### config.mk
export PLATFORM = sky130hd
export DESIGN_NAME = cam_tracker_top
export DESIGN_NICKNAME = d
export VERILOG_FILES = /design/src/cam_pkg.sv /design/src/ov7670_capture.sv /design/src/target_finder.sv /design/src/classification.sv /design/src/wb_status_regs.sv /design/src/cam_tracker_top.sv
export SDC_FILE = /design/constraint.sdc
export NUM_CORES = 1
export LEC_CHECK = 0
export ABC_CLOCK_PERIOD_IN_PS = 3300
export BUFFER_PORTS_ARGS = -buffer_cell sky130_fd_sc_hd__clkbuf_2
export CORE_ASPECT_RATIO = 1.1
export CORE_MARGIN = 5
export CORE_UTILIZATION = 54
export DETAILED_ROUTE_END_ITERATION = 10
export PLACE_DENSITY = 0.77
export SLEW_MARGIN = 15
export SYNTH_ARGS = -nofsm -noshare
export SYNTH_HDL_FRONTEND = slang
export SYNTH_HIERARCHICAL = 1
export SYNTH_SLANG_ARGS = --single-unit
export TNS_END_PERCENT = 100
### constraint.sdc
create_clock -name clk_25_vga -period 3.3 [get_ports clk_25_vga]
set_input_delay 0.165 -clock clk_25_vga [delete_from_list [all_inputs] [get_ports clk_25_vga]]
set_output_delay 0.165 -clock clk_25_vga [all_outputs]
set_load 0.01 [all_outputs]
### src/cam_pkg.sv
////////////////////
// Shared definitions for the camera tracker
// Frame geometry, colour widths, orange thresholds
// Direction type and Wishbone register map
////////////////////

package cam_pkg;

  // Short lines keep simulation quick
  localparam int FRAME_WIDTH = 48;

  // RGB444 pixel, each channel widened to 8 bits
  localparam int PIXEL_W = 12;
  localparam int COLOR_W = 8;

  // Column counter width
  localparam int X_W = 8;

  // Orange and frame counters, one bit per LED on the board
  localparam int COUNT_W = 18;

  // Column boundaries of the three regions
  localparam logic [X_W-1:0] LEFT_END   = X_W'(FRAME_WIDTH / 3);
  localparam logic [X_W-1:0] CENTER_END = X_W'((2 * FRAME_WIDTH) / 3);

  // Orange colour window
  localparam logic [COLOR_W-1:0] RED_MIN_RESET = 8'hC0;
  localparam logic [COLOR_W-1:0] GREEN_LO      = 8'h40;
  localparam logic [COLOR_W-1:0] GREEN_HI      = 8'hA0;
  localparam logic [COLOR_W-1:0] BLUE_MAX      = 8'h50;

  // Orange pixels per frame needed to call a target
  localparam logic [COUNT_W-1:0] DETECT_MIN = COUNT_W'(8);

  // One-hot direction, zero when nothing is seen
  typedef enum logic [2:0] {
    DIR_NONE   = 3'b000,
    DIR_LEFT   = 3'b100,
    DIR_CENTER = 3'b010,
    DIR_RIGHT  = 3'b001
  } dir_t;

  // Wishbone word addressing
  localparam int WB_ADR_W = 2;
  localparam int WB_DAT_W = 32;

  localparam logic [WB_ADR_W-1:0] REG_STATUS  = 2'd0;
  localparam logic [WB_ADR_W-1:0] REG_COUNT   = 2'd1;
  localparam logic [WB_ADR_W-1:0] REG_RED_MIN = 2'd2;
  localparam logic [WB_ADR_W-1:0] REG_FRAMES  = 2'd3;

endpackage

### src/ov7670_capture.sv
////////////////////
// Camera byte capture
// Pairs bytes into RGB444 pixels, column and frame end
////////////////////

`timescale 1ns/10ps

module ov7670_capture (
  input  logic                        clk_25_vga,
  input  logic                        rst_n,
  input  logic                        vsync,
  input  logic                        href,
  input  logic [7:0]                  data,
  output logic                        pix_valid,
  output logic [cam_pkg::PIXEL_W-1:0] pix_data,
  output logic [cam_pkg::X_W-1:0]     pix_x,
  output logic                        frame_end
);

  // Registered camera pins
  logic       vsync_q;
  logic       vsync_prev;
  logic       href_q;
  logic [7:0] data_q;

  // Pairing state
  logic                       second_byte;
  logic [3:0]                 red_nib;
  logic [cam_pkg::X_W-1:0]    col;

  // Input register stage
  always_ff @(posedge clk_25_vga) begin
    if (!rst_n) begin
      vsync_q    <= 1'b0;
      vsync_prev <= 1'b0;
      href_q     <= 1'b0;
    end else begin
      vsync_q    <= vsync;
      vsync_prev <= vsync_q;
      href_q     <= href;
    end
    data_q <= data;
  end

  // Frame end on a vsync rising edge
  always_ff @(posedge clk_25_vga) begin
    if (!rst_n) begin
      frame_end <= 1'b0;
    end else begin
      frame_end <= vsync_q & ~vsync_prev;
    end
  end

  // Byte pairing and column tracking
  always_ff @(posedge clk_25_vga) begin
    if (!rst_n) begin
      second_byte <= 1'b0;
      col         <= '0;
      pix_valid   <= 1'b0;
    end else begin
      pix_valid <= 1'b0;
      if (!href_q) begin
        // Line gap, flush a half pair
        second_byte <= 1'b0;
        col         <= '0;
      end else if (!second_byte) begin
        second_byte <= 1'b1;
      end else begin
        second_byte <= 1'b0;
        pix_valid   <= 1'b1;
        col         <= col + 1'b1;
      end
    end
  end

  // Payload, red first then green and blue
  always_ff @(posedge clk_25_vga) begin
    if (href_q && !second_byte) begin
      red_nib <= data_q[3:0];
    end
    if (href_q && second_byte) begin
      pix_data <= {red_nib, data_q};
      pix_x    <= col;
    end
  end

endmodule

### src/target_finder.sv
////////////////////
// Orange colour test
// Recolours orange pixels white, one stage
////////////////////

`timescale 1ns/10ps

module target_finder (
  input  logic                        clk_25_vga,
  input  logic                        rst_n,
  input  logic                        pix_valid,
  input  logic [cam_pkg::PIXEL_W-1:0] pix_data,
  input  logic [cam_pkg::X_W-1:0]     pix_x,
  input  logic                        frame_end,
  input  logic [cam_pkg::COLOR_W-1:0] red_min,
  output logic                        out_valid,
  output logic [cam_pkg::COLOR_W-1:0] red_out,
  output logic [cam_pkg::COLOR_W-1:0] green_out,
  output logic [cam_pkg::COLOR_W-1:0] blue_out,
  output logic [cam_pkg::X_W-1:0]     out_x,
  output logic                        out_frame_end,
  output logic                        is_orange
);

  // Widened channels
  logic [cam_pkg::COLOR_W-1:0] red_w;
  logic [cam_pkg::COLOR_W-1:0] green_w;
  logic [cam_pkg::COLOR_W-1:0] blue_w;
  logic                        orange;

  // Nibble repeated into both halves
  assign red_w   = {pix_data[11:8], pix_data[11:8]};
  assign green_w = {pix_data[7:4], pix_data[7:4]};
  assign blue_w  = {pix_data[3:0], pix_data[3:0]};

  // Strong red, mid green, little blue
  assign orange = (red_w >= red_min) &&
                  (green_w >= cam_pkg::GREEN_LO) &&
                  (green_w <= cam_pkg::GREEN_HI) &&
                  (blue_w <= cam_pkg::BLUE_MAX);

  // Control flags
  always_ff @(posedge clk_25_vga) begin
    if (!rst_n) begin
      out_valid     <= 1'b0;
      out_frame_end <= 1'b0;
      is_orange     <= 1'b0;
    end else begin
      out_valid     <= pix_valid;
      // Keeps frame end in step with the pixels
      out_frame_end <= frame_end;
      is_orange     <= pix_valid & orange;
    end
  end

  // Pixel payload
  always_ff @(posedge clk_25_vga) begin
    out_x <= pix_x;
    if (orange) begin
      // Target shows up as white
      red_out   <= '1;
      green_out <= '1;
      blue_out  <= '1;
    end else begin
      red_out   <= red_w;
      green_out <= green_w;
      blue_out  <= blue_w;
    end
  end

endmodule

### src/classification.sv
////////////////////
// Orange counting per column third
// Detection and direction at frame end
////////////////////

`timescale 1ns/10ps

module classification (
  input  logic                        clk_25_vga,
  input  logic                        rst_n,
  input  logic                        pix_valid,
  input  logic [cam_pkg::X_W-1:0]     pix_x,
  input  logic                        is_orange,
  input  logic                        frame_end,
  output logic [cam_pkg::COUNT_W-1:0] orange_count,
  output cam_pkg::dir_t               direction,
  output logic                        orange_detected,
  output logic                        frame_done
);

  // Running counts per region
  logic [cam_pkg::COUNT_W-1:0] left_cnt;
  logic [cam_pkg::COUNT_W-1:0] center_cnt;
  logic [cam_pkg::COUNT_W-1:0] right_cnt;

  logic hit_left;
  logic hit_center;
  logic hit_right;

  // Two spare bits so the sum cannot wrap
  logic [cam_pkg::COUNT_W+1:0] total_wide;
  logic [cam_pkg::COUNT_W-1:0] total;
  cam_pkg::dir_t               best_dir;

  // Increment that sticks at all ones
  function automatic logic [cam_pkg::COUNT_W-1:0] bump(
    input logic [cam_pkg::COUNT_W-1:0] cnt,
    input logic                        en
  );
    if (en && (cnt != '1)) begin
      return cnt + 1'b1;
    end
    return cnt;
  endfunction

  // Region decode of an orange pixel
  assign hit_left   = pix_valid && is_orange && (pix_x < cam_pkg::LEFT_END);
  assign hit_center = pix_valid && is_orange && (pix_x >= cam_pkg::LEFT_END) &&
                      (pix_x < cam_pkg::CENTER_END);
  assign hit_right  = pix_valid && is_orange && (pix_x >= cam_pkg::CENTER_END);

  // Frame total, saturated
  assign total_wide = {2'b00, left_cnt} + {2'b00, center_cnt} + {2'b00, right_cnt};
  assign total      = (total_wide[cam_pkg::COUNT_W+1:cam_pkg::COUNT_W] != 2'b00) ?
                      '1 : total_wide[cam_pkg::COUNT_W-1:0];

  // Largest region wins; ties go centre first, then left
  always_comb begin
    if ((center_cnt >= left_cnt) && (center_cnt >= right_cnt)) begin
      best_dir = cam_pkg::DIR_CENTER;
    end else if (left_cnt >= right_cnt) begin
      best_dir = cam_pkg::DIR_LEFT;
    end else begin
      best_dir = cam_pkg::DIR_RIGHT;
    end
  end

  // Counting, restarted at each frame end
  always_ff @(posedge clk_25_vga) begin
    if (!rst_n) begin
      left_cnt   <= '0;
      center_cnt <= '0;
      right_cnt  <= '0;
    end else if (frame_end) begin
      // Pixel in the clear cycle opens the new frame
      left_cnt   <= bump('0, hit_left);
      center_cnt <= bump('0, hit_center);
      right_cnt  <= bump('0, hit_right);
    end else begin
      left_cnt   <= bump(left_cnt, hit_left);
      center_cnt <= bump(center_cnt, hit_center);
      right_cnt  <= bump(right_cnt, hit_right);
    end
  end

  // Results held until the next frame end
  always_ff @(posedge clk_25_vga) begin
    if (!rst_n) begin
      orange_count    <= '0;
      direction       <= cam_pkg::DIR_NONE;
      orange_detected <= 1'b0;
      frame_done      <= 1'b0;
    end else begin
      frame_done <= frame_end;
      if (frame_end) begin
        orange_count    <= total;
        orange_detected <= (total >= cam_pkg::DETECT_MIN);
        direction       <= (total >= cam_pkg::DETECT_MIN) ? best_dir : cam_pkg::DIR_NONE;
      end
    end
  end

endmodule

### src/wb_status_regs.sv
////////////////////
// Wishbone classic register block
// Status, count, red threshold, frame count
////////////////////

`timescale 1ns/10ps

module wb_status_regs (
  input  logic                         clk_25_vga,
  input  logic                         rst_n,
  input  logic                         wb_cyc,
  input  logic                         wb_stb,
  input  logic                         wb_we,
  input  logic [cam_pkg::WB_ADR_W-1:0] wb_adr,
  input  logic [cam_pkg::WB_DAT_W-1:0] wb_dat_w,
  input  logic [cam_pkg::COUNT_W-1:0]  orange_count,
  input  cam_pkg::dir_t                direction,
  input  logic                         orange_detected,
  input  logic                         frame_done,
  output logic [cam_pkg::WB_DAT_W-1:0] wb_dat_r,
  output logic                         wb_ack,
  output logic [cam_pkg::COLOR_W-1:0]  red_min
);

  logic                         req;
  logic [cam_pkg::COUNT_W-1:0]  frame_cnt;
  logic [cam_pkg::WB_DAT_W-1:0] rd_word;

  // New request, not the one being acked
  assign req = wb_cyc && wb_stb && !wb_ack;

  // Read mux, unused bits zero
  always_comb begin
    rd_word = '0;
    case (wb_adr)
      cam_pkg::REG_STATUS: begin
        rd_word[0]   = orange_detected;
        rd_word[3:1] = direction;
      end
      cam_pkg::REG_COUNT:   rd_word[cam_pkg::COUNT_W-1:0] = orange_count;
      cam_pkg::REG_RED_MIN: rd_word[cam_pkg::COLOR_W-1:0] = red_min;
      default:              rd_word[cam_pkg::COUNT_W-1:0] = frame_cnt;
    endcase
  end

  // Single-cycle ack
  always_ff @(posedge clk_25_vga) begin
    if (!rst_n) begin
      wb_ack <= 1'b0;
    end else begin
      wb_ack <= req;
    end
  end

  // Read data valid with ack
  always_ff @(posedge clk_25_vga) begin
    if (req) begin
      wb_dat_r <= rd_word;
    end
  end

  // Only the threshold is writable
  always_ff @(posedge clk_25_vga) begin
    if (!rst_n) begin
      red_min <= cam_pkg::RED_MIN_RESET;
    end else if (req && wb_we && (wb_adr == cam_pkg::REG_RED_MIN)) begin
      red_min <= wb_dat_w[cam_pkg::COLOR_W-1:0];
    end
  end

  // Frames seen since reset
  always_ff @(posedge clk_25_vga) begin
    if (!rst_n) begin
      frame_cnt <= '0;
    end else if (frame_done) begin
      frame_cnt <= frame_cnt + 1'b1;
    end
  end

endmodule

### src/cam_tracker_top.sv
////////////////////
// Camera tracker top level
////////////////////

`timescale 1ns/10ps

module cam_tracker_top (
  input  logic                         clk_25_vga,
  input  logic                         rst_n,
  input  logic                         ov7670_vsync,
  input  logic                         ov7670_href,
  input  logic [7:0]                   ov7670_data,
  output logic [cam_pkg::COLOR_W-1:0]  vga_r,
  output logic [cam_pkg::COLOR_W-1:0]  vga_g,
  output logic [cam_pkg::COLOR_W-1:0]  vga_b,
  output logic                         pixel_valid,
  output logic                         led_orange,
  output cam_pkg::dir_t                led_direction,
  input  logic                         wb_cyc,
  input  logic                         wb_stb,
  input  logic                         wb_we,
  input  logic [cam_pkg::WB_ADR_W-1:0] wb_adr,
  input  logic [cam_pkg::WB_DAT_W-1:0] wb_dat_w,
  output logic [cam_pkg::WB_DAT_W-1:0] wb_dat_r,
  output logic                         wb_ack
);

  // Capture to finder
  logic                        pix_valid;
  logic [cam_pkg::PIXEL_W-1:0] pix_data;
  logic [cam_pkg::X_W-1:0]     pix_x;
  logic                        frame_end;

  // Finder to classifier
  logic [cam_pkg::X_W-1:0]     out_x;
  logic                        out_frame_end;
  logic                        is_orange;

  // Classifier to registers
  logic [cam_pkg::COUNT_W-1:0] orange_count;
  logic                        frame_done;
  logic [cam_pkg::COLOR_W-1:0] red_min;

  ov7670_capture u_capture (
    .clk_25_vga (clk_25_vga),
    .rst_n      (rst_n),
    .vsync      (ov7670_vsync),
    .href       (ov7670_href),
    .data       (ov7670_data),
    .pix_valid  (pix_valid),
    .pix_data   (pix_data),
    .pix_x      (pix_x),
    .frame_end  (frame_end)
  );

  // Recoloured stream goes straight to the video pins
  target_finder u_finder (
    .clk_25_vga    (clk_25_vga),
    .rst_n         (rst_n),
    .pix_valid     (pix_valid),
    .pix_data      (pix_data),
    .pix_x         (pix_x),
    .frame_end     (frame_end),
    .red_min       (red_min),
    .out_valid     (pixel_valid),
    .red_out       (vga_r),
    .green_out     (vga_g),
    .blue_out      (vga_b),
    .out_x         (out_x),
    .out_frame_end (out_frame_end),
    .is_orange     (is_orange)
  );

  // Direction and detect flag also drive the LEDs
  classification u_classifier (
    .clk_25_vga      (clk_25_vga),
    .rst_n           (rst_n),
    .pix_valid       (pixel_valid),
    .pix_x           (out_x),
    .is_orange       (is_orange),
    .frame_end       (out_frame_end),
    .orange_count    (orange_count),
    .direction       (led_direction),
    .orange_detected (led_orange),
    .frame_done      (frame_done)
  );

  wb_status_regs u_regs (
    .clk_25_vga      (clk_25_vga),
    .rst_n           (rst_n),
    .wb_cyc          (wb_cyc),
    .wb_stb          (wb_stb),
    .wb_we           (wb_we),
    .wb_adr          (wb_adr),
    .wb_dat_w        (wb_dat_w),
    .orange_count    (orange_count),
    .direction       (led_direction),
    .orange_detected (led_orange),
    .frame_done      (frame_done),
    .wb_dat_r        (wb_dat_r),
    .wb_ack          (wb_ack),
    .red_min         (red_min)
  );

endmodule

-- Yosys cells after proc, flatten, opt, wreduce, memory -nomap -nowiden
Index checks and enable logic that the tools add are counted.
- $lt $le $gt $ge: 12
- muxes and demuxes: 42
- bitwise gates (word level): 3
- equal/unequal tests: 5
- reductions and logical operators: 27
- add/sub/neg operators: 7
- operators with widths (kind ; number):
    two-way mux 18 bit ; 16
    adder 18 x 1 -> 18 bit (second input constant) ; 4
    greater-or-equal comparator 18 bit ; 3
    inequality test 18 bit (second input constant) ; 3
    case mux 4 bit (3 select lines) ; 2
    adder 20 x 18 -> 20 bit ; 1
    two-way mux 1 bit ; 20
    case mux 10 bit (2 select lines) ; 1
    adder 18 x 18 -> 19 bit ; 1
    greater-or-equal comparator 18 x 4 -> 1 bit (second input constant) ; 1
    logical AND 1 bit ; 18
    two-way mux 3 bit ; 3
    adder 8 x 1 -> 8 bit (second input constant) ; 1
    greater-or-equal comparator 8 x 5 -> 1 bit (second input constant) ; 1
    greater-or-equal comparator 8 x 6 -> 1 bit (second input constant) ; 1
    greater-or-equal comparator 8 x 7 -> 1 bit (second input constant) ; 1
    greater-or-equal comparator 8 bit ; 1
    less-or-equal comparator 8 x 7 -> 1 bit (second input constant) ; 1
    less-or-equal comparator 8 bit (second input constant) ; 1
    less-than comparator 8 x 5 -> 1 bit (second input constant) ; 1
    less-than comparator 8 x 6 -> 1 bit (second input constant) ; 1
    nonzero test 2 bit ; 4
    bitwise AND 1 bit ; 2
    == test 2 x 1 -> 1 bit (second input constant) ; 1
    6 further kinds ; 7
- flip-flop bits (word level): 203
- output and inout bits: 62
- logic and storage cells: 125
- input port bits: 49

-- Depth between registers and ports, before layout
Gate-level depths: netlist (run 1).
- depth after elaboration: 9
- gate-level depth with buffers: 14
- mapped depth without buffers: 14

-- Hierarchy
Netlist (run 1), hierarchy kept.
- by module, submodules not included (module ; sequential area each (um^2) ; cells each ; times used ; area an instance (um^2)):
    classification ; 1541.5 ; 680 ; 1 ; 5816.8
    wb_status_regs ; 1081.0 ; 194 ; 1 ; 2185.8
    ov7670_capture ; 1161.1 ; 83 ; 1 ; 1396.3
    target_finder ; 460.4 ; 82 ; 1 ; 944.7

-- Least setup slack after synthesis (run 1)
Ideal clock, no wire load.
- kind: reg-to-reg
- start: register u_classifier/left_cnt[0] (netlist bit)
- end: register u_classifier.direction[1]
- slack: -301 ps
- period minus slack after synthesis: 3601 ps
- data arrival time: 3484 ps
- setup time: 117 ps
- cell stages (with the launch flop): 15
- data required time: 3183 ps
- buffers on the path: 0
- path through: dfxtp_1 -> inv_1 -> fa_1 -> inv_1 -> ha_1 -> inv_1 -> fa_1 -> and2b_1 -> o211ai_2 -> nor4b_1 -> a2111o_1 -> nor4_4 -> nand4_1 -> or4_1 -> a32o_1
- word-level cells in the longest chain between the ends: 6
- elaborated cells between the ends (all ways): 9
- those cells by class: 2 x add/sub; 2 x order compare; 3 x mux; 2 x reduce/logical
- RTL lines (item ; RTL line ; text):
    start: declaration ; classification.sv:22 ; logic [cam_pkg::COUNT_W-1:0] left_cnt;
    start signal: assignment ; classification.sv:76 ; left_cnt <= bump('0, hit_left);
    start signal: assignment ; classification.sv:80 ; left_cnt <= bump(left_cnt, hit_left);
    adder 18 x 18 -> 19 bit ; classification.sv:53 ; assign total_wide = {2'b00, left_cnt} + {2'b00, center_cnt} + {2'b00, right_cnt};
    adder 20 x 18 -> 20 bit ; classification.sv:53 ;
    nonzero test 2 bit ; classification.sv:54 ; assign total = (total_wide[cam_pkg::COUNT_W+1:cam_pkg::COUNT_W] != 2'b00) ?
    two-way mux 18 bit ; classification.sv:54 ;
    greater-or-equal comparator 18 x 4 -> 1 bit ; classification.sv:98 ; direction <= (total >= cam_pkg::DETECT_MIN) ? best_dir : cam_pkg::DIR_NONE;
    two-way mux 3 bit * ; classification.sv:98 ;
    end signal: assignment ; classification.sv:90 ; direction <= cam_pkg::DIR_NONE;
    end signal: assignment ; classification.sv:98 ;
    end: declaration ; classification.sv:16 ; output cam_pkg::dir_t direction,
Mark *: on every way between the ends. The rest lies on a longest branch, timed or not.
A chain may end at the register's enable or synchronous reset.

-- Final worst setup path (run 1)
- start: register u_classifier/center_cnt[2] (netlist bit)
- end: register u_classifier.direction[0]
- word-level cells in the longest chain between the ends: 6
- elaborated cells between the ends (all ways): 10
- those cells by class: 2 x add/sub; 3 x order compare; 3 x mux; 2 x reduce/logical
- RTL lines (item ; RTL line ; text):
    start: declaration ; classification.sv:23 ; logic [cam_pkg::COUNT_W-1:0] center_cnt;
    start signal: assignment ; classification.sv:77 ; center_cnt <= bump('0, hit_center);
    start signal: assignment ; classification.sv:81 ; center_cnt <= bump(center_cnt, hit_center);
    adder 18 x 18 -> 19 bit ; classification.sv:53 ;
    adder 20 x 18 -> 20 bit ; classification.sv:53 ;
    nonzero test 2 bit ; classification.sv:54 ;
    two-way mux 18 bit ; classification.sv:54 ;
    greater-or-equal comparator 18 x 4 -> 1 bit ; classification.sv:98 ;
    two-way mux 3 bit * ; classification.sv:98 ;
Marks and branches as above.

==> results.py, run 1 <==
metrics = {
    "timing": {
        "worst-slew-pin-transition_ps": 1140,
        "fin_ws_ps": -156,
        "final-max-slew-violation-count": 0,
        "finalHoldViolCount": 0,
        "maxClockFrequency_mhz": 289,
        "timing.final.crit_period_ps": 3460,
        "finalHoldWorstSlack_ps": 25.4,
        "grt_setup_unrepaired": "yes",
        "slew_headroom": 0.243,
        "fin_worst_skew_ps": 13.0,
        "final_period_utilization": 1.05,
        "finalSetupViolations": 4,
    },
    "floorplanning": {
        "die_span_in_y_um": 154,
        "start_util": 0.551,
        "floorplan.io_pins": 111,
        "core_region_area_mm2": 0.0184,
        "floorplan.die_area_mm2": 0.0216,
        "die_w_um": 141,
        "std_cell_rows": 52,
    },
    "critical_path": {
        "timing.critical_path.slowest_stage_cell": "fa_2",
        "timing.critical_path.slowest_cell_delay_ps": 580,
        "path_common_cell": "nand4_1",
        "startpoint_type": "register",
        "r2r_depth": 13,
        "end_kind": "register",
        "cp_num_buf_inv": 3,
        "cp.arrival_ps": 3740,
        "timing.rr.end": "u_classifier/direction[0]$_SDFFE_PN0P_",
        "regToRegStartpoint": "u_classifier/center_cnt[2]$_SDFFE_PN0P_",
        "worst-endpoint-required_ps": 3580,
        "worstPathMaxFanout": 6,
        "r2r_setup_slack_ps": -160,
        "timing.critical_path.cells": "inv_2 -> fa_2 -> inv_1 -> ha_1 -> a21o_1 -> a41o_4 -> or4_4 -> nand4_1 -> o2111a_1 -> nand4_1 -> buf_4 -> o41ai_4 -> o31ai_1",
        "critical-path-top-delay-family": "compound AO/OA/AOI/OAI gates",
        "criticalPathCategory": "register to register",
    },
    "clock_tree": {
        "cts_htree_levels": 4,
        "tritoncts": "yes",
        "cts_inserted_buffers": 17,
        "clk_root_buffer_cell": "clkbuf_16",
        "max-clock-path-buffers": 2,
        "path_clk_slew_ps": 70,
        "clock_sink_count": 183,
        "insertion_delay_ps": 430,
    },
    "global_route": {
        "grt_pass1_wl_um": 39900,
        "grt_antenna_before_repair": 0,
        "maximum_number_of_pins_on_one_net_before_global_route_repair": 52,
        "first_global_vias": 8083,
        "track_usage": 0.225,
        "grt_remaining_overflow": 0,
    },
    "place": {
        "gp_congestion": 0.899,
        "placed_cell_area_mm2": 0.0113,
        "port_buffers": 72,
        "hpwlAfterDp_um": 18200,
    },
    "detailed_routing": {
        "via_count": 8212,
        "route.final.wire_length_um": 24500,
        "first_pass_iters": 5,
        "drcViolationCount": 0,
        "detail_route.wl_per_cell_um": 16.9,
        "drt_iter0_drc": 619,
        "ant_nets": 0,
        "route.detailed.vias_per_inst": 5.65,
    },
    "hold_path": {
        "hold-path-endpoint": "u_regs/wb_ack$_SDFF_PN0_",
        "hold_path.class": "input pin to register",
        "worst_hold_startpoint": "wb_stb",
        "min_path_cells": 3,
    },
    "power_and_ir_drop": {
        "clock_power_share": 0.445,
        "total_leakage_power_nw": 5.12,
        "sequentialPowerShare": 0.521,
        "p_per_area_mw_per_mm2": 369,
        "vdd.ir_drop.worst_uv": 342,
        "p_int_w": 0.00350,
        "power.switching_w": 0.000966,
        "swShare": 0.217,
        "power_frac_comb": 0.034,
    },
    "logic_synthesis": {
        "netlist_area_mm2": 0.0101,
        "yosysWarningCount": 6,
        "per_instance_average_area_after_synthesis_um2": 9.84,
        "netlist_instances": 1031,
    },
    "final_layout": {
        "finalNetCount": 1349,
        "drive_gt1_frac": 0.226,
        "syn2layout_area_growth_pct": 19.3,
        "insertedDiodeCount": 0,
        "final.fill_count": 1417,
        "fin_area_mm2": 0.0121,
    },
    "outcome": {
        "violations": "negative setup slack",
        "run_status": "finished, violations left",
    },
    "flow_run": {
        "maxCapViolCount": 0,
    },
}
-- layout by cell type, fill, tap and decap left out, types with 18 or more instances in the layout --
cell and n:
edfxtp_1 38, dlygate4sd3_1 18, nand3_1 23, nor2_1 84, a21oi_1 55, dfxtp_1 137, nand4_1 26, xor2_1 19
o21ai_0 45, mux2i_1 25, nand2_1 62, buf_4 98, ha_1 83, xnor2_1 47, nor3_1 20, a21o_1 18
clkbuf_2 72, inv_1 63
-- timing repair --
action                                  4_1_cts  5_1_grt
hold endpoints to repair                     18        0
hold buffers                                 18        0
pin swaps                                     6        7
endpoints found under the setup margin        4        6
resized for setup                             6       10
buffers inserted                              1        3
-- cell type report --
class / instances / area (µm²) / area share
Clock buffer: 22 / 444 / 0.0367
Clock inverter: 10 / 125 / 0.0103
Inverter: 67 / 251 / 0.0208
Multi-Input combinational cell: 740 / 5640 / 0.466
Sequential cell: 183 / 4060 / 0.335
Tap cell: 243 / 304 / 0.0251
Timing Repair Buffer: 188 / 1280 / 0.105
-- per-layer routing --
| metal | wire [µm] | GRT usage |
|---|---|---|
| met5 | 0 | 0 |
| met3 | 1400 | 0.0376 |
| met2 | 12300 | 0.398 |
| met1 | 10100 | 0.277 |
| met4 | 718 | 0.0803 |
-- through the flow --
stage	TNS, ps	util	worst slack, ps	total power [W]	cells
6_report	-478	0.657	-156	0.00446	1453
5_1_grt	-949	0.657	-293	0.00462	1453
4_1_cts	-411	0.654	-145	0.00449	1450
3_5_place_dp	-527	0.611	-168	0.00251	1399
3_3_place_gp	-287	0.611	-123	0.00251	1399
2_1_floorplan	-15.4	-	-15.4	0.00247	1044
-- power groups by stage --
stage / Combinational [W] / Clock (W) / Sequential, W
detailed placement: 0.000133 / 0 / 0.00238
floorplan: 0.0000972 / 0 / 0.00238
global route: 0.000164 / 0.00213 / 0.00233
finish: 0.000152 / 0.00198 / 0.00233
global placement: 0.000130 / 0 / 0.00238
CTS: 0.000151 / 0.00202 / 0.00233
-- registers in the layout, indices dropped and copies added, names as in the netlist, 8 cells and up --
name / count
u_regs/red_min: 8
u_classifier/right_cnt: 18
u_regs/wb_dat_r: 18
u_capture/data_q: 8
u_classifier/orange_count: 18
u_regs/frame_cnt: 18
u_classifier/center_cnt: 18
u_capture/pix_data: 12
u_capture/col: 8
u_classifier/left_cnt: 18
-- worst max path at each step --
stage                                                  from                                endpoint  cells after the start
floorplan           u_classifier/center_cnt[1]$_SDFFE_PN0P_  u_classifier/direction[1]$_SDFFE_PN0P_                     12
global placement    u_classifier/center_cnt[1]$_SDFFE_PN0P_  u_classifier/direction[1]$_SDFFE_PN0P_                     12
detailed placement  u_classifier/center_cnt[0]$_SDFFE_PN0P_  u_classifier/direction[1]$_SDFFE_PN0P_                     14
CTS                 u_classifier/center_cnt[1]$_SDFFE_PN0P_  u_classifier/direction[1]$_SDFFE_PN0P_                     12
global route        u_classifier/center_cnt[2]$_SDFFE_PN0P_  u_classifier/direction[0]$_SDFFE_PN0P_                     13
finish              u_classifier/center_cnt[2]$_SDFFE_PN0P_  u_classifier/direction[0]$_SDFFE_PN0P_                     13
-- worst reg2reg max path: stages, from the launching register on --
cell and delay, ps:
dfxtp_4 340, inv_2 40, fa_2 580, inv_1 50, ha_1 270, a21o_1 220, a41o_4 250, or4_4 520
nand4_1 110, o2111a_1 190, nand4_1 110, buf_4 170, o41ai_4 360, o31ai_1 110
Power figures use the tool's default switching activity.
==> inputs of run 2 (changes only) <==
--- a/config.mk
+++ b/config.mk
@@ -12,6 +12,7 @@
 export CORE_UTILIZATION = 54
 export DETAILED_ROUTE_END_ITERATION = 10
 export PLACE_DENSITY = 0.77
+export SKIP_LAST_GASP = 1
 export SLEW_MARGIN = 15
 export SYNTH_ARGS = -nofsm -noshare
 export SYNTH_HDL_FRONTEND = slang
==> run 2 against run 1 <==
The flow still finishes with violations (negative setup slack). Non-clock buffer count shrank 2. Critical path depth shrank 1. Sequential power is essentially flat. Clock-buffer cell count is the same. Power is essentially flat. Largest cell class unchanged. Largest power group unchanged.
==> results.py, run 2 (same netlist as run 1, synthesis figures left out) <==
metrics = {
    "outcome": {
        "run_status": "finished, violations left",
        "violations": "negative setup slack",
    },
    "detailed_routing": {
        "drt_iter0_drc": 611,
        "drcViolationCount": 0,
        "route.detailed.vias_per_inst": 5.60,
        "ant_nets": 0,
        "detail_route.wl_per_cell_um": 16.9,
        "via_count": 8132,
        "route.final.wire_length_um": 24500,
        "first_pass_iters": 7,
    },
    "timing": {
        "finalHoldViolCount": 0,
        "final_period_utilization": 1.05,
        "slew_headroom": 0.271,
        "fin_ws_ps": -155,
        "final-max-slew-violation-count": 0,
        "fin_worst_skew_ps": 13.5,
        "finalSetupViolations": 4,
        "timing.final.crit_period_ps": 3450,
        "grt_setup_unrepaired": "yes",
        "maxClockFrequency_mhz": 289,
        "worst-slew-pin-transition_ps": 1090,
    },
    "global_route": {
        "first_global_vias": 8083,
        "grt_pass1_wl_um": 39900,
        "track_usage": 0.225,
        "grt_remaining_overflow": 0,
        "grt_antenna_before_repair": 0,
        "maximum_number_of_pins_on_one_net_before_global_route_repair": 52,
    },
    "critical_path": {
        "worstPathMaxFanout": 5,
        "cp_num_buf_inv": 1,
        "worst-endpoint-required_ps": 3610,
        "critical-path-top-delay-family": "adder cells",
        "timing.critical_path.slowest_cell_delay_ps": 550,
        "end_kind": "register",
        "startpoint_type": "register",
        "criticalPathCategory": "register to register",
        "cp.arrival_ps": 3760,
        "timing.critical_path.cells": "fa_1 -> ha_2 -> inv_2 -> fa_2 -> and2b_2 -> o211ai_4 -> nor4b_4 -> a2111o_1 -> nor4_4 -> nand4_1 -> or4_1 -> a32o_1",
        "timing.critical_path.slowest_stage_cell": "fa_1",
    },
    "clock_tree": {
        "clock_sink_count": 183,
        "cts_inserted_buffers": 17,
        "tritoncts": "yes",
        "clk_root_buffer_cell": "clkbuf_16",
        "cts_htree_levels": 4,
        "max-clock-path-buffers": 2,
        "insertion_delay_ps": 430,
        "path_clk_slew_ps": 70,
    },
    "final_layout": {
        "mostFrequentLayoutCell": "dfxtp_1",
        "final-instance-count-excl-fill": 1451,
        "drive_gt1_frac": 0.222,
        "insertedDiodeCount": 0,
        "finalNetCount": 1347,
        "layout.cells.most_common_list": "dfxtp_1 (138), buf_4 (96), nor2_1 (84)",
        "syn2layout_area_growth_pct": 19.1,
    },
    "hold_path": {
        "hold_path.class": "input pin to register",
    },
    "floorplanning": {
        "floorplan.io_pins": 111,
        "die_w_um": 141,
        "start_util": 0.551,
        "core_region_area_mm2": 0.0184,
        "die_span_in_y_um": 154,
        "floorplan.die_area_mm2": 0.0216,
        "std_cell_rows": 52,
    },
    "power_and_ir_drop": {
        "vdd.ir_drop.worst_uv": 324,
        "total_chip_power_w": 0.00446,
        "total_leakage_power_nw": 5.12,
        "p_per_area_mw_per_mm2": 369,
    },
    "place": {
        "placement.setup.worst_slack_ps": -168,
        "port_buffers": 72,
        "hpwlAfterDp_um": 18200,
        "gp_congestion": 0.899,
        "cell_total_after_placement": 1399,
    },
    "flow_run": {
        "maxCapViolCount": 0,
    },
}
run 2: cell type report:
cell class | count | area (µm²)
clock inverters | 10 | 125
flip-flops and latches | 183 | 4060
repair buffers | 186 | 1260
multi-input cells | 740 | 5640
clock buffers | 22 | 444
well taps | 243 | 304
inverters | 67 | 251
fillers | 1422 | 6330
run 2: repair_timing:
item	CTS	global route
pin swaps	5	3
hold buffers	18	0
setup endpoints to repair	4	6
buffers inserted	1	1
resized for setup	6	7
endpoints found under the hold margin	18	0
run 2: final timing paths:
kind                                                 from                                     end  slack (ps)  cells after the start
hold / removal                                     wb_stb                u_regs/wb_ack$_SDFF_PN0_          30                      3
hold reg to reg              u_capture/pix_x[6]$_DFFE_PP_               u_finder/out_x[6]$_DFF_P_         360                      0
setup reg to reg  u_classifier/center_cnt[1]$_SDFFE_PN0P_  u_classifier/direction[1]$_SDFFE_PN0P_        -150                     12
setup / recovery  u_classifier/center_cnt[1]$_SDFFE_PN0P_  u_classifier/direction[1]$_SDFFE_PN0P_        -150                     12
run 2: worst reg2reg max path, cell delays in order, from the launching register on:
cell	delay [ps]
dfxtp_2	330
fa_1	550
ha_2	200
inv_2	40
fa_2	350
and2b_2	250
o211ai_4	110
nor4b_4	140
a2111o_1	400
nor4_4	150
nand4_1	140
or4_1	410
a32o_1	260
run 2: power breakdown:
group	switching [W]	internal, W
Combinational	0.0000894	0.0000617
Clock	0.000861	0.00112
Sequential	0.0000168	0.00231
run 2: stage by stage:
step                      setup TNS (ps)  hold slack, ps  area [µm²]   util
after global placement              -287             269       11300  0.611
after global routing                -820            28.4       12100  0.656
final                               -192            27.6       12100  0.656
after floorplan                    -15.4             193       10200      -
after detailed placement            -527             270       11300  0.611
after CTS                           -425            5.74       12000  0.654
run 2: per-layer routing:
layer,up-vias,global-route usage,part of all wire
li1,3968,-,-
met1,3849,0.277,0.42
met2,266,0.398,0.50
met3,49,0.0376,0.053
met4,0,0.0803,0.027
met5,-,0,0
==> inputs of run 3 (changes only) <==
--- a/config.mk
+++ b/config.mk
@@ -5,8 +5,10 @@
 export SDC_FILE = /design/constraint.sdc
 export NUM_CORES = 1
 export LEC_CHECK = 0
+export ABC_AREA = 1
 export ABC_CLOCK_PERIOD_IN_PS = 3300
 export BUFFER_PORTS_ARGS = -buffer_cell sky130_fd_sc_hd__clkbuf_2
+export CAP_MARGIN = 20
 export CORE_ASPECT_RATIO = 1.1
 export CORE_MARGIN = 5
 export CORE_UTILIZATION = 54
==> run 3 against run 2 <==
The run now ends clean. Critical path depth grew 6. Power grew 1.6%. First-iteration DRC count grew 33%. Wire length grew 14%. Maximum frequency grew 15%. Core utilization shrank 3.6 points. Worst hold slack is essentially flat. Setup slack gained 450 ps. Global-route usage grew 1.2 points.
==> results.py, run 3 <==
metrics = {
    "outcome": {
        "run_status": "finished clean",
    },
    "timing": {
        "maxClockFrequency_mhz": 333,
        "fin_worst_skew_ps": 14.2,
        "slew_headroom": 0.531,
        "timing.final.crit_period_ps": 3000,
        "worst-slew-pin-transition_ps": 703,
        "fin_ws_ps": 295,
        "final-max-slew-violation-count": 0,
        "final_period_utilization": 0.911,
        "setup_tns_ps": 0,
        "finalSetupViolations": 0,
        "grt_setup_unrepaired": "no",
        "finalHoldViolCount": 0,
    },
    "floorplanning": {
        "die_w_um": 145,
        "start_util": 0.549,
        "floorplan.die_area_mm2": 0.0231,
        "std_cell_rows": 54,
        "core_region_area_mm2": 0.0199,
        "die_span_in_y_um": 159,
        "floorplan.io_pins": 111,
    },
    "detailed_routing": {
        "dr_wl_met2_um": 13800,
        "drcViolationCount": 0,
        "via_count": 9875,
        "first_pass_iters": 6,
        "metal_1_wl_um": 11100,
        "route.final.wire_length_um": 27800,
        "met3WireLength_um": 1670,
        "drt_iter0_drc": 810,
        "detail_route.wl_per_cell_um": 15.5,
        "ant_nets": 0,
        "route.detailed.vias_per_inst": 5.50,
        "top_layer_used": "met4",
    },
    "power_and_ir_drop": {
        "swShare": 0.237,
        "vdd.ir_drop.worst_uv": 344,
        "total_leakage_power_nw": 5.81,
        "p_int_w": 0.00346,
        "power.switching_w": 0.00107,
        "power_frac_comb": 0.034,
        "sequentialPowerShare": 0.512,
        "total_chip_power_w": 0.00453,
        "p_per_area_mw_per_mm2": 368,
        "clock_power_share": 0.454,
    },
    "final_layout": {
        "insertedDiodeCount": 0,
        "finalNetCount": 1684,
        "drive_gt1_frac": 0.131,
        "syn2layout_area_growth_pct": 12.9,
        "layout.cells.most_common_list": "nand2_1 (354), inv_1 (183), dfxtp_1 (144)",
        "final-instance-count-excl-fill": 1797,
        "final_core_utilization": 0.620,
        "final.fill_count": 1715,
        "mostFrequentLayoutCell": "nand2_1",
    },
    "flow_run": {
        "maxCapViolCount": 0,
    },
    "critical_path": {
        "timing.critical_path.slowest_cell_delay_ps": 460,
        "cp.arrival_ps": 3330,
        "worst-endpoint-required_ps": 3620,
        "critical-path-top-delay-family": "simple AND/OR/NAND/NOR gates",
        "cp_num_buf_inv": 4,
        "startpoint_type": "register",
        "path_common_cell": "nand3_1",
        "worstPathMaxFanout": 5,
        "end_kind": "register",
        "timing.critical_path.cells": "inv_1 -> fa_1 -> inv_1 -> ha_1 -> inv_1 -> fa_1 -> inv_1 -> nand3_1 -> nand3_1 -> nand3_1 -> nor2_1 -> nand4_1 -> nor2_1 -> nand3_1 -> nor2_1 -> nand2_1 -> nand3_1 -> nand2_1",
        "criticalPathCategory": "register to register",
        "timing.critical_path.slowest_stage_cell": "fa_1",
    },
    "clock_tree": {
        "tritoncts": "yes",
        "clock_sink_count": 183,
        "path_clk_slew_ps": 70,
        "insertion_delay_ps": 440,
        "clk_root_buffer_cell": "clkbuf_16",
        "cts_inserted_buffers": 17,
        "max-clock-path-buffers": 2,
        "cts_htree_levels": 4,
    },
    "hold_path": {
        "hold_path.class": "input pin to register",
    },
    "logic_synthesis": {
        "yosysWarningCount": 6,
        "per_instance_average_area_after_synthesis_um2": 7.63,
        "netlist_instances": 1429,
        "netlist_area_mm2": 0.0109,
    },
    "place": {
        "gp_congestion": 0.988,
        "hpwlAfterDp_um": 21700,
        "port_buffers": 72,
        "cell_total_after_placement": 1750,
        "placement.setup.worst_slack_ps": 306,
    },
    "global_route": {
        "grt_remaining_overflow": 0,
        "grt_antenna_before_repair": 0,
        "grt_pass1_wl_um": 45500,
        "track_usage": 0.238,
        "first_global_vias": 9501,
        "maximum_number_of_pins_on_one_net_before_global_route_repair": 37,
    },
}
==> run 3: changes by cell type in the layout (fill, tap and decap cells not counted), sizes merged, moves of 17 or more <==
cell	previous run	this run
buf	96	28
xnor2	47	2
a21o	18	1
a21oi	56	81
inv	69	202
mux2i	25	0
nor2	92	152
nand2	63	370
nand3	24	73
nor2b	17	0
==> run 3: stage by stage <==
stage / hold WS, ps / area, µm²
2_1_floorplan: 193 / 11000
3_3_place_gp: 269 / 11600
3_5_place_dp: 269 / 11600
4_1_cts: 2.41 / 12300
5_1_grt: 15.0 / 12300
6_report: 27.4 / 12300
==> run 3: worst reg2reg max path: stages (launching register included) <==
cell     delay [ps]
dfxtp_2         390
inv_1           130
fa_1            460
inv_1            70
ha_1            180
inv_1            60
fa_1            400
inv_1           110
nand3_1         100
nand3_1         120
nand3_1          80
nor2_1          100
nand4_1          80
nor2_1          100
nand3_1          70
nor2_1          100
nand2_1         140
nand3_1         120
nand2_1          60
==> run 3: cell type report <==
| cell class | instances | area (µm²) | area share |
|---|---|---|---|
| inverter | 199 | 756 | 0.0614 |
| tap | 252 | 315 | 0.0256 |
| clock buffer | 19 | 443 | 0.0360 |
| timing repair buffer | 115 | 721 | 0.0585 |
| multi-input combinational | 1016 | 5880 | 0.477 |
| clock inverter | 13 | 156 | 0.0127 |
| sequential | 183 | 4050 | 0.328 |
==> run 3: worst paths after layout <==
check / startpoint / end / slack [ps] / depth (start not counted)
max reg2reg: u_classifier/left_cnt[0]$_SDFFE_PN0P_ / u_classifier/direction[0]$_SDFFE_PN0P_ / 300 / 18
min reg2reg: u_capture/pix_x[5]$_DFFE_PP_ / u_finder/out_x[5]$_DFF_P_ / 340 / 0
min: wb_dat_w[4] / u_regs/red_min[4]$_SDFFE_PN0P_ / 30 / 3
max: u_classifier/left_cnt[0]$_SDFFE_PN0P_ / u_classifier/direction[0]$_SDFFE_PN0P_ / 300 / 18
==> run 3: power by group through the flow <==
stage / combinational (W) / clock (W) / sequential [W]
6_report: 0.000154 / 0.00206 / 0.00232
2_1_floorplan: 0.0000923 / 0 / 0.00238
3_3_place_gp: 0.000135 / 0 / 0.00237
5_1_grt: 0.000169 / 0.00219 / 0.00232
4_1_cts: 0.000153 / 0.00208 / 0.00232
3_5_place_dp: 0.000138 / 0 / 0.00237
==> run 3: metal layers <==
metal	vias to the layer above	global-route usage
met4	0	0.119
met1	4534	0.279
met2	377	0.418
met5	-	0
met3	92	0.0393
li1	4872	-
==> run 3: what timing repair did <==
| item | 4_1_cts | 5_1_grt |
|---|---|---|
| hold endpoints to repair | 14 | 0 |
| gates resized for setup | 0 | 1 |
| endpoints found under the setup margin | 0 | 4 |
| hold buffers | 15 | 0 |
| setup buffers | 0 | 0 |
